### src/hdl/snes_consts.svh
`ifndef SNES_CONSTS_SVH
`define SNES_CONSTS_SVH

// rom and save-ram mask width
`define SNES_ROM_ADDR_BITS 24

// work ram byte address width
// also the full fill depth
`define SNES_WRAM_ADDR_BITS 17

// header size field counts in 1 KiB steps
`define SNES_MASK_UNIT 1024

// cycles for the header parser to settle after download ends
`define SNES_PARSER_DELAY 6

// fill bytes for the work ram clear
`define SNES_FILL_A 8'h66
`define SNES_FILL_B 8'h99
`define SNES_FILL_55 8'h55
`define SNES_FILL_ONES 8'hFF
`define SNES_FILL_ZERO 8'h00

`endif

### src/hdl/snes_pkg.sv
`include "snes_consts.svh"

package snes_pkg;

  // work ram fill pattern select
  typedef enum logic [1:0] {
    FILL_CHECKER = 2'd0,
    FILL_STRIPE  = 2'd1,
    FILL_55      = 2'd2,
    FILL_ONES    = 2'd3
  } fill_mode_t;

  // clear master states
  typedef enum logic [1:0] {
    CLR_IDLE  = 2'd0,
    CLR_WRITE = 2'd1,
    CLR_DONE  = 2'd2
  } clear_state_t;

  // wishbone classic, master to slave half
  // ack comes back as a plain bit
  typedef struct packed {
    logic                            cyc;
    logic                            stb;
    logic                            we;
    logic [`SNES_WRAM_ADDR_BITS-1:0] adr;
    logic [7:0]                      dat;
  } wb_req_t;

  // masks handed to the core once the header is parsed
  typedef struct packed {
    logic [`SNES_ROM_ADDR_BITS-1:0] rom_mask;
    logic [`SNES_ROM_ADDR_BITS-1:0] ram_mask;
    logic [3:0]                     sram_size;
  } mem_masks_t;

  // size fields from the cartridge header
  typedef struct packed {
    logic [3:0] rom_size;
    logic [3:0] ram_size;
  } cart_geom_t;

endpackage

### src/hdl/cart_loader.sv
`timescale 1ns/100ps
`include "snes_consts.svh"

module cart_loader (
  input  logic                   clk_sys,
  input  logic                   reset,
  input  logic                   cart_download,
  input  snes_pkg::cart_geom_t   cart_geom,
  output logic                   clear_start,
  output logic                   loader_busy,
  output snes_pkg::mem_masks_t   masks
);

  // counter just wide enough for the settle delay
  localparam int cnt_bits = $clog2(`SNES_PARSER_DELAY + 1);

  // one size step in mask width
  localparam logic [`SNES_ROM_ADDR_BITS-1:0] mask_unit = `SNES_MASK_UNIT;

  logic                prev_download;
  logic                dl_rise;
  logic                dl_fall;
  logic [cnt_bits-1:0] delay_cnt;
  logic                delay_last;

  // header size code to address mask
  // 1 KiB shifted by size, minus one
  function automatic logic [`SNES_ROM_ADDR_BITS-1:0] size_to_mask(
    input logic [3:0] size
  );
    size_to_mask = (mask_unit << size) - 1'b1;
  endfunction

  // both edges of the download strobe
  assign dl_rise = cart_download & ~prev_download;
  assign dl_fall = prev_download & ~cart_download;

  // final settle cycle
  assign delay_last = (delay_cnt == cnt_bits'(1));

  always_ff @(posedge clk_sys) begin
    if (!reset) begin
      prev_download <= 1'b0;
      clear_start   <= 1'b0;
      loader_busy   <= 1'b0;
      delay_cnt     <= '0;
      masks         <= '0;
    end else begin
      prev_download <= cart_download;

      // single pulse kicks off the work ram clear
      clear_start <= dl_rise;

      // busy through the download and the whole settle window
      loader_busy <= cart_download | dl_fall | (delay_cnt != '0);

      // reload on download end, then run down to zero
      if (dl_fall) begin
        delay_cnt <= cnt_bits'(`SNES_PARSER_DELAY);
      end else if (delay_cnt != '0) begin
        delay_cnt <= delay_cnt - 1'b1;
      end

      // parser is settled, masks ready before the core starts
      if (delay_last) begin
        masks.rom_mask  <= size_to_mask(cart_geom.rom_size);
        // no save ram means an empty mask
        masks.ram_mask  <= (cart_geom.ram_size == 4'd0) ? '0
                                                        : size_to_mask(cart_geom.ram_size);
        masks.sram_size <= cart_geom.ram_size;
      end
    end
  end

  // a fresh settle count only ever follows a low download
  a_reload_after_download: assert property (
    @(posedge clk_sys) disable iff (!reset)
    (delay_cnt == cnt_bits'(`SNES_PARSER_DELAY)) |-> !$past(cart_download)
  ) else $error("parser delay reloaded while cart_download high");

endmodule

### src/hdl/wram_clear.sv
`timescale 1ns/100ps
`include "snes_consts.svh"

module wram_clear #(
  parameter int fill_addr_bits = `SNES_WRAM_ADDR_BITS
) (
  input  logic                 clk_sys,
  input  logic                 reset,
  input  logic                 clear_start,
  input  snes_pkg::fill_mode_t fill_mode,
  input  logic                 wb_ack,
  output snes_pkg::wb_req_t    wb_req,
  output logic                 clear_busy
);

  snes_pkg::clear_state_t          state;
  snes_pkg::fill_mode_t            mode_q;
  logic [fill_addr_bits-1:0]       fill_addr;
  logic [`SNES_WRAM_ADDR_BITS-1:0] adr_ext;
  logic                            start_ok;
  logic                            last_addr;

  // fill byte from pattern select and byte address
  function automatic logic [7:0] fill_byte(
    input snes_pkg::fill_mode_t            mode,
    input logic [`SNES_WRAM_ADDR_BITS-1:0] addr
  );
    case (mode)
      // checkerboard of 66 and 99
      snes_pkg::FILL_CHECKER:
        fill_byte = (addr[8] ^ addr[2]) ? `SNES_FILL_A : `SNES_FILL_B;
      // stripes of ff and 00
      snes_pkg::FILL_STRIPE:
        fill_byte = (addr[9] ^ addr[0]) ? `SNES_FILL_ONES : `SNES_FILL_ZERO;
      snes_pkg::FILL_55:
        fill_byte = `SNES_FILL_55;
      default:
        fill_byte = `SNES_FILL_ONES;
    endcase
  endfunction

  // a start during a running clear is ignored
  assign start_ok  = clear_start && (state != snes_pkg::CLR_WRITE);
  assign last_addr = &fill_addr;

  always_ff @(posedge clk_sys) begin
    if (!reset) begin
      state     <= snes_pkg::CLR_IDLE;
      fill_addr <= '0;
    end else begin
      case (state)
        snes_pkg::CLR_IDLE: begin
          if (start_ok) begin
            state     <= snes_pkg::CLR_WRITE;
            fill_addr <= '0;
          end
        end
        snes_pkg::CLR_WRITE: begin
          // step only on ack, slave may stall as long as it likes
          if (wb_ack) begin
            if (last_addr) begin
              state <= snes_pkg::CLR_DONE;
            end else begin
              fill_addr <= fill_addr + 1'b1;
            end
          end
        end
        snes_pkg::CLR_DONE: begin
          // one trailing busy cycle, back to back start allowed
          if (start_ok) begin
            state     <= snes_pkg::CLR_WRITE;
            fill_addr <= '0;
          end else begin
            state <= snes_pkg::CLR_IDLE;
          end
        end
        default: state <= snes_pkg::CLR_IDLE;
      endcase
    end
  end

  // pattern held for the whole clear
  always_ff @(posedge clk_sys) begin
    if (start_ok) begin
      mode_q <= fill_mode;
    end
  end

  // bus outputs straight from registered state
  // adr and dat move only after an ack
  always_comb begin
    adr_ext                     = '0;
    adr_ext[fill_addr_bits-1:0] = fill_addr;
    wb_req.cyc                  = (state == snes_pkg::CLR_WRITE);
    wb_req.stb                  = (state == snes_pkg::CLR_WRITE);
    wb_req.we                   = (state == snes_pkg::CLR_WRITE);
    wb_req.adr                  = adr_ext;
    wb_req.dat                  = fill_byte(mode_q, adr_ext);
  end

  assign clear_busy = (state != snes_pkg::CLR_IDLE);

  // stalled write keeps strobe, address and data
  a_wb_hold: assert property (
    @(posedge clk_sys) disable iff (!reset)
    (wb_req.stb && !wb_ack) |=> wb_req.stb && $stable(wb_req.adr) && $stable(wb_req.dat)
  ) else $error("wishbone request changed before ack");

  // strobe only while writing
  a_stb_in_write: assert property (
    @(posedge clk_sys) disable iff (!reset)
    wb_req.stb |-> (state == snes_pkg::CLR_WRITE)
  ) else $error("wishbone stb outside CLR_WRITE");

endmodule

### src/hdl/reset_gen.sv
`timescale 1ns/100ps

module reset_gen (
  input  logic clk_sys,
  input  logic reset,
  input  logic core_reset,
  input  logic loader_busy,
  input  logic clear_busy,
  output logic core_reset_n,
  output logic refresh
);

  // divide by four cadence
  logic [1:0] phase;

  // any source holding the core in reset
  logic reset_req;

  assign reset_req = core_reset | loader_busy | clear_busy;

  always_ff @(posedge clk_sys) begin
    if (!reset) begin
      phase        <= 2'd0;
      refresh      <= 1'b0;
      core_reset_n <= 1'b0;
    end else begin
      phase <= phase + 2'd1;

      // one refresh per four cycles
      refresh <= (phase == 2'd0);

      // release only on phase 2
      // keeps core start in step with refresh
      if (phase == 2'd2) begin
        core_reset_n <= ~reset_req;
      end
    end
  end

  // refresh is a single cycle strobe
  a_refresh_single: assert property (
    @(posedge clk_sys) disable iff (!reset)
    refresh |=> !refresh
  ) else $error("refresh high two cycles in a row");

endmodule

### src/hdl/snes_load_ctrl.sv
`timescale 1ns/100ps
`include "snes_consts.svh"

module snes_load_ctrl #(
  parameter int fill_addr_bits = `SNES_WRAM_ADDR_BITS
) (
  input  logic                 clk_sys,
  input  logic                 reset,
  input  logic                 core_reset,
  input  logic                 cart_download,
  input  snes_pkg::cart_geom_t cart_geom,
  input  snes_pkg::fill_mode_t fill_mode,
  input  logic                 wb_ack,
  output snes_pkg::mem_masks_t masks,
  output logic                 core_reset_n,
  output logic                 refresh,
  output snes_pkg::wb_req_t    wb_req
);

  // download start, kicks the clear
  logic clear_start;

  // reset holds from the loader and the clear
  logic loader_busy;
  logic clear_busy;

  // rom detect
  // download edges, parser settle and mask latch
  cart_loader i_cart_loader (
    .clk_sys       (clk_sys),
    .reset         (reset),
    .cart_download (cart_download),
    .cart_geom     (cart_geom),
    .clear_start   (clear_start),
    .loader_busy   (loader_busy),
    .masks         (masks)
  );

  // memory clear
  // wishbone master over the whole work ram
  wram_clear #(
    .fill_addr_bits (fill_addr_bits)
  ) i_wram_clear (
    .clk_sys     (clk_sys),
    .reset       (reset),
    .clear_start (clear_start),
    .fill_mode   (fill_mode),
    .wb_ack      (wb_ack),
    .wb_req      (wb_req),
    .clear_busy  (clear_busy)
  );

  // system reset
  // refresh cadence and gated core reset
  reset_gen i_reset_gen (
    .clk_sys      (clk_sys),
    .reset        (reset),
    .core_reset   (core_reset),
    .loader_busy  (loader_busy),
    .clear_busy   (clear_busy),
    .core_reset_n (core_reset_n),
    .refresh      (refresh)
  );

endmodule

### config.mk
export PLATFORM = sky130hd
export DESIGN_NAME = snes_load_ctrl
export DESIGN_NICKNAME = d
export VERILOG_FILES = /design/src/hdl/snes_pkg.sv /design/src/hdl/cart_loader.sv /design/src/hdl/wram_clear.sv /design/src/hdl/reset_gen.sv /design/src/hdl/snes_load_ctrl.sv
export VERILOG_INCLUDE_DIRS = /design/src /design/src/hdl
export SDC_FILE = /design/constraint.sdc
export NUM_CORES = 1
export LEC_CHECK = 0
export BUFFER_PORTS_ARGS = -buffer_cell sky130_fd_sc_hd__buf_2
export CAP_MARGIN = 20
export CORE_MARGIN = 2
export CORE_UTILIZATION = 50
export CTS_CLUSTER_SIZE = 25
export DETAILED_ROUTE_END_ITERATION = 10
export PLACE_DENSITY = 0.76
export SYNTH_ARGS = -nofsm -noshare
export SYNTH_HDL_FRONTEND = slang
export SYNTH_SLANG_ARGS = --single-unit
### constraint.sdc
create_clock -name clk_sys -period 2.5 [get_ports clk_sys]
set_input_delay 0.25 -clock clk_sys [delete_from_list [all_inputs] [get_ports clk_sys]]
set_output_delay 0.25 -clock clk_sys [all_outputs]
set_load 0.005 [all_outputs]
==> impl_metrics.json <==
{
  "ys_ff_latch": 65,
  "seq_area_um2": 1321,
  "cts_sinks": 65,
  "floorplan.rows": 28,
  "critPathArrivalTime_ns": 2.56,
  "setup_viol_count_final": 0,
  "io_pins": 97,
  "power_switching_uw": 849.5,
  "fp.dieW_um": 81.92,
  "ctsLongestPathBuffers": 2,
  "global_route.usage.total_pct": 20.70,
  "power_density_nw_per_um2": 768.3,
  "design_area_um2": 3551,
  "tritoncts": "yes",
  "maximum_number_of_pins_on_one_net_before_global_route_repair": 44,
  "syn_nets": 379,
  "post_drt_wl_per_cell_um": 13.00,
  "crit_type": "reg -> reg",
  "syn_avg_cell_area_um2": 8.526,
  "area_taken_by_multi_input_logic_gates_um2": 1430,
  "clk_pin_slew_ns": 0.07,
  "hold_violations": 0,
  "via_per_inst": 5.388,
  "fill_cells": 543,
  "critical_path.startpoint_type": "flip-flop",
  "placeableCoreArea_um2": 5886,
  "final_period_minus_worst_setup_slack_ns": 2.292,
  "clock_tree.root_cell": "clkbuf_8",
  "clkLatencyLatePin_ns": 0.34,
  "grtUsageMet1_pct": 24.68,
  "syn_to_final_growth_pct": 16.98,
  "outcome": "complete, no violations",
  "p_sw_share_pct": 31.14,
  "final.period_utilization_pct": 91.69,
  "grt.overflow.total": 0,
  "maxSlewHeadroom_pct": 63.33,
  "portion_of_the_post_synthesis_area_used_by_sequential_elements_pct": 43.53,
  "drt_iter0_markers": 81,
  "combinationalPowerShare_pct": 25.9,
  "post_cts_hold_buffer_count": 0,
  "cts_max_level": 3,
  "placed_cell_area_um2": 3397,
  "fraction_of_final_layout_cells_sized_beyond_drive_strength_1_pct": 28.10,
  "total_internal_power_mw": 1.879,
  "worst_ep_required_time_ns": 2.77,
  "p_leak_nw": 1.564,
  "number_of_antenna_violations_at_the_first_check_in_global_routing": 0,
  "post_synth_fa_ha_maj_area_fraction_pct": 3.298,
  "die_h_um": 81.92,
  "detail_route.drc_violations": 0,
  "grt_first_pass_wirelength_um": 10720,
  "antenna_left": 0,
  "synth.lib_cells_used.distinct": 49,
  "rsz0062_at_grt": "no",
  "port_buffers": 96,
  "power.sequential.fraction_pct": 47.1,
  "post_cts_resized": 0,
  "routed-via-count": 2705,
  "antenna_cells": 0,
  "vdd_drop_max_mv": 0.5052,
  "worst_hold_path_type": "in -> reg",
  "groute.layer.met3.usage_pct": 6.264,
  "simple_gate_share_of_the_synthesized_area_pct": 21.43,
  "synth.mux.area_fraction_pct": 1.360,
  "groute.layer.met2.usage_pct": 34.63,
  "gpl.final_weighted_congestion": 0.8340,
  "drt-pass1-iter-count": 4,
  "total_power_mw": 2.728,
  "initial_utilization_pct": 51.57,
  "timing.setup.tns_ns": 0,
  "timing.fmax_mhz": 436.2,
  "place.detailed.hpwl_um": 4576,
  "fp.dieArea_um2": 6710,
  "busiest_layer": "met2",
  "max_cap_violations": 0,
  "post_synth_xor_area_fraction_pct": 3.174,
  "post_synthesis_cell_area_um2": 3035,
  "syn_inst": 356,
  "first_global_vias": 2400,
  "worst-slew-pin-transition_ns": 0.5488,
  "pwr-share-clk_pct": 27.0,
  "num-nets-final": 448,
  "path_max_fanout": 13,
  "final_util_pct": 60.33,
  "synth_top_family_by_area": "simple AND/OR/NAND/NOR gates",
  "timing.clock.skew_ns": 0.004856,
  "yosys_warnings": 0,
  "cts-buffers-inserted": 9,
  "maxSlewViolCount": 0,
  "drt_wl_total_um": 6526,
  "post_cts_buffers": 0,
  "synth_compound_gate_area_share_pct": 17.52,
  "critical_path.endpoint_type": "flip-flop"
}
through the flow:
step | setup WS, ns | hold WS (ns) | std cells
6_report | 0.2077 | 0.09031 | 502
5_1_grt | 0.03925 | 0.08163 | 502
4_1_cts | 0.1634 | 0.08269 | 502
3_5_place_dp | 0.2249 | 0.4101 | 489
3_3_place_gp | 0.2872 | 0.4037 | 489
2_1_floorplan | 0.3363 | 0.3489 | 356
layout by cell type, fill, tap and decap left out, drive strengths merged, types with 5 or more instances in the layout:
cell,n
or3,5
or4,5
dfxtp,63
a21oi,30
nand2,35
nand3,15
inv,7
and2,5
buf,102
clkbuf,12
xor2,8
o21ai,25
a211oi,7
o2111ai,5
nor2,34
ha,8
a31oi,8
sequential cells by signal (all words and copies together), names as in the netlist:
signal	count
i_cart_loader.masks	34
i_cart_loader.clear_start	1
i_reset_gen.core_reset_n	1
i_wram_clear.state	2
i_reset_gen.phase	2
i_cart_loader.delay_cnt	3
i_cart_loader.prev_download	1
i_wram_clear.mode_q	2
i_cart_loader.loader_busy	1
i_reset_gen.refresh	1
i_wram_clear.adr_ext	17
cell type report:
| type | count | area share (%) |
|---|---|---|
| multi-input combinational | 239 | 40.27 |
| timing repair buffer | 102 | 14.80 |
| inverter | 8 | 0.8457 |
| clock inverter | 1 | 0.1409 |
| tap | 75 | 2.643 |
| sequential | 65 | 37.21 |
| clock buffer | 12 | 4.087 |
routing by layer:
layer | share of wire (%) | wire length [um]
met5 | 0 | 0
met1 | 44 | 2882
met3 | 7.5 | 492
met4 | 1.3 | 85
met2 | 47 | 3066
path summary, 6_finish.rpt:
kind	slack [ns]	start	depth (start not counted)	endpoint
worst min-delay path	0.09	fill_mode[0]	1	i_wram_clear.mode_q[0]
worst min register to register	0.42	i_reset_gen.phase[0]	1	i_reset_gen.phase[0]
worst max register to register	0.21	i_wram_clear.adr_ext[1]	9	i_wram_clear.adr_ext[15]
worst max-delay path	0.21	i_wram_clear.adr_ext[1]	9	i_wram_clear.adr_ext[15]
power groups by stage:
stage	Combinational [mW]	Clock [mW]	Sequential [mW]
floorplan	0.513	0	1.31
global placement	0.700	0	1.30
detailed placement	0.710	0	1.31
CTS	0.714	0.752	1.29
global route	0.802	0.788	1.31
finish	0.705	0.737	1.29
cell usage after synthesis, drive strengths merged:
cell / number / area share (%)
nand2b: 3 / 0.62
a32oi: 1 / 0.29
nor2: 34 / 4.2
nand4b: 1 / 0.29
or4: 5 / 1.2
nand3b: 3 / 0.74
nor2b: 4 / 0.82
ha: 8 / 3.3
a311oi: 1 / 0.29
o211ai: 3 / 1.2
o31ai: 3 / 0.74
nand3: 15 / 2.5
nand2: 35 / 4.3
inv: 7 / 0.87
and3: 4 / 0.82
mux2i: 3 / 0.99
o311ai: 2 / 0.58
and4: 3 / 0.95
a21o: 1 / 0.25
o21ai: 25 / 4.1
a211oi: 7 / 1.7
nand4: 2 / 0.41
or2: 2 / 0.41
buf: 31 / 7.1
clkbuf: 13 / 1.6
nor4: 1 / 0.21
and2: 5 / 1.0
or3: 5 / 1.0
o2111ai: 5 / 1.4
mux2: 1 / 0.37
xor2: 8 / 2.3
and2b: 1 / 0.25
edfxtp: 2 / 2.0
nor3: 3 / 0.49
o2bb2ai: 1 / 0.29
nor4b: 1 / 0.29
dfxtp: 63 / 42
a31oi: 8 / 1.6
clkinv: 1 / 0.12
and4bb: 1 / 0.41
a21oi: 30 / 4.9
xnor2: 3 / 0.87
nor3b: 1 / 0.41
cell families (layout without fill, tap and decap cells):
| group | count (synthesis) | in the layout |
|---|---|---|
| adder cells (fa/ha/maj) | 8 | 8 |
| buffers and inverters | 52 | 123 |
| XOR/XNOR | 11 | 11 |
| AO/OA/AOI/OAI | 87 | 87 |
| AND/OR/NAND/NOR | 129 | 129 |
| flip-flops | 65 | 65 |
| multiplexers | 4 | 4 |
worst max-delay path: stages, from the launching register on:
cell and delay (ns):
dfxtp_1 0.34, ha_1 0.19, and2_0 0.18, nand3_1 0.10, nor3_1 0.05, ha_1 0.21
and4bb_4 0.46, o211ai_4 0.13, or4_1 0.42, a21oi_1 0.14
(Power assumes the default switching activity.)
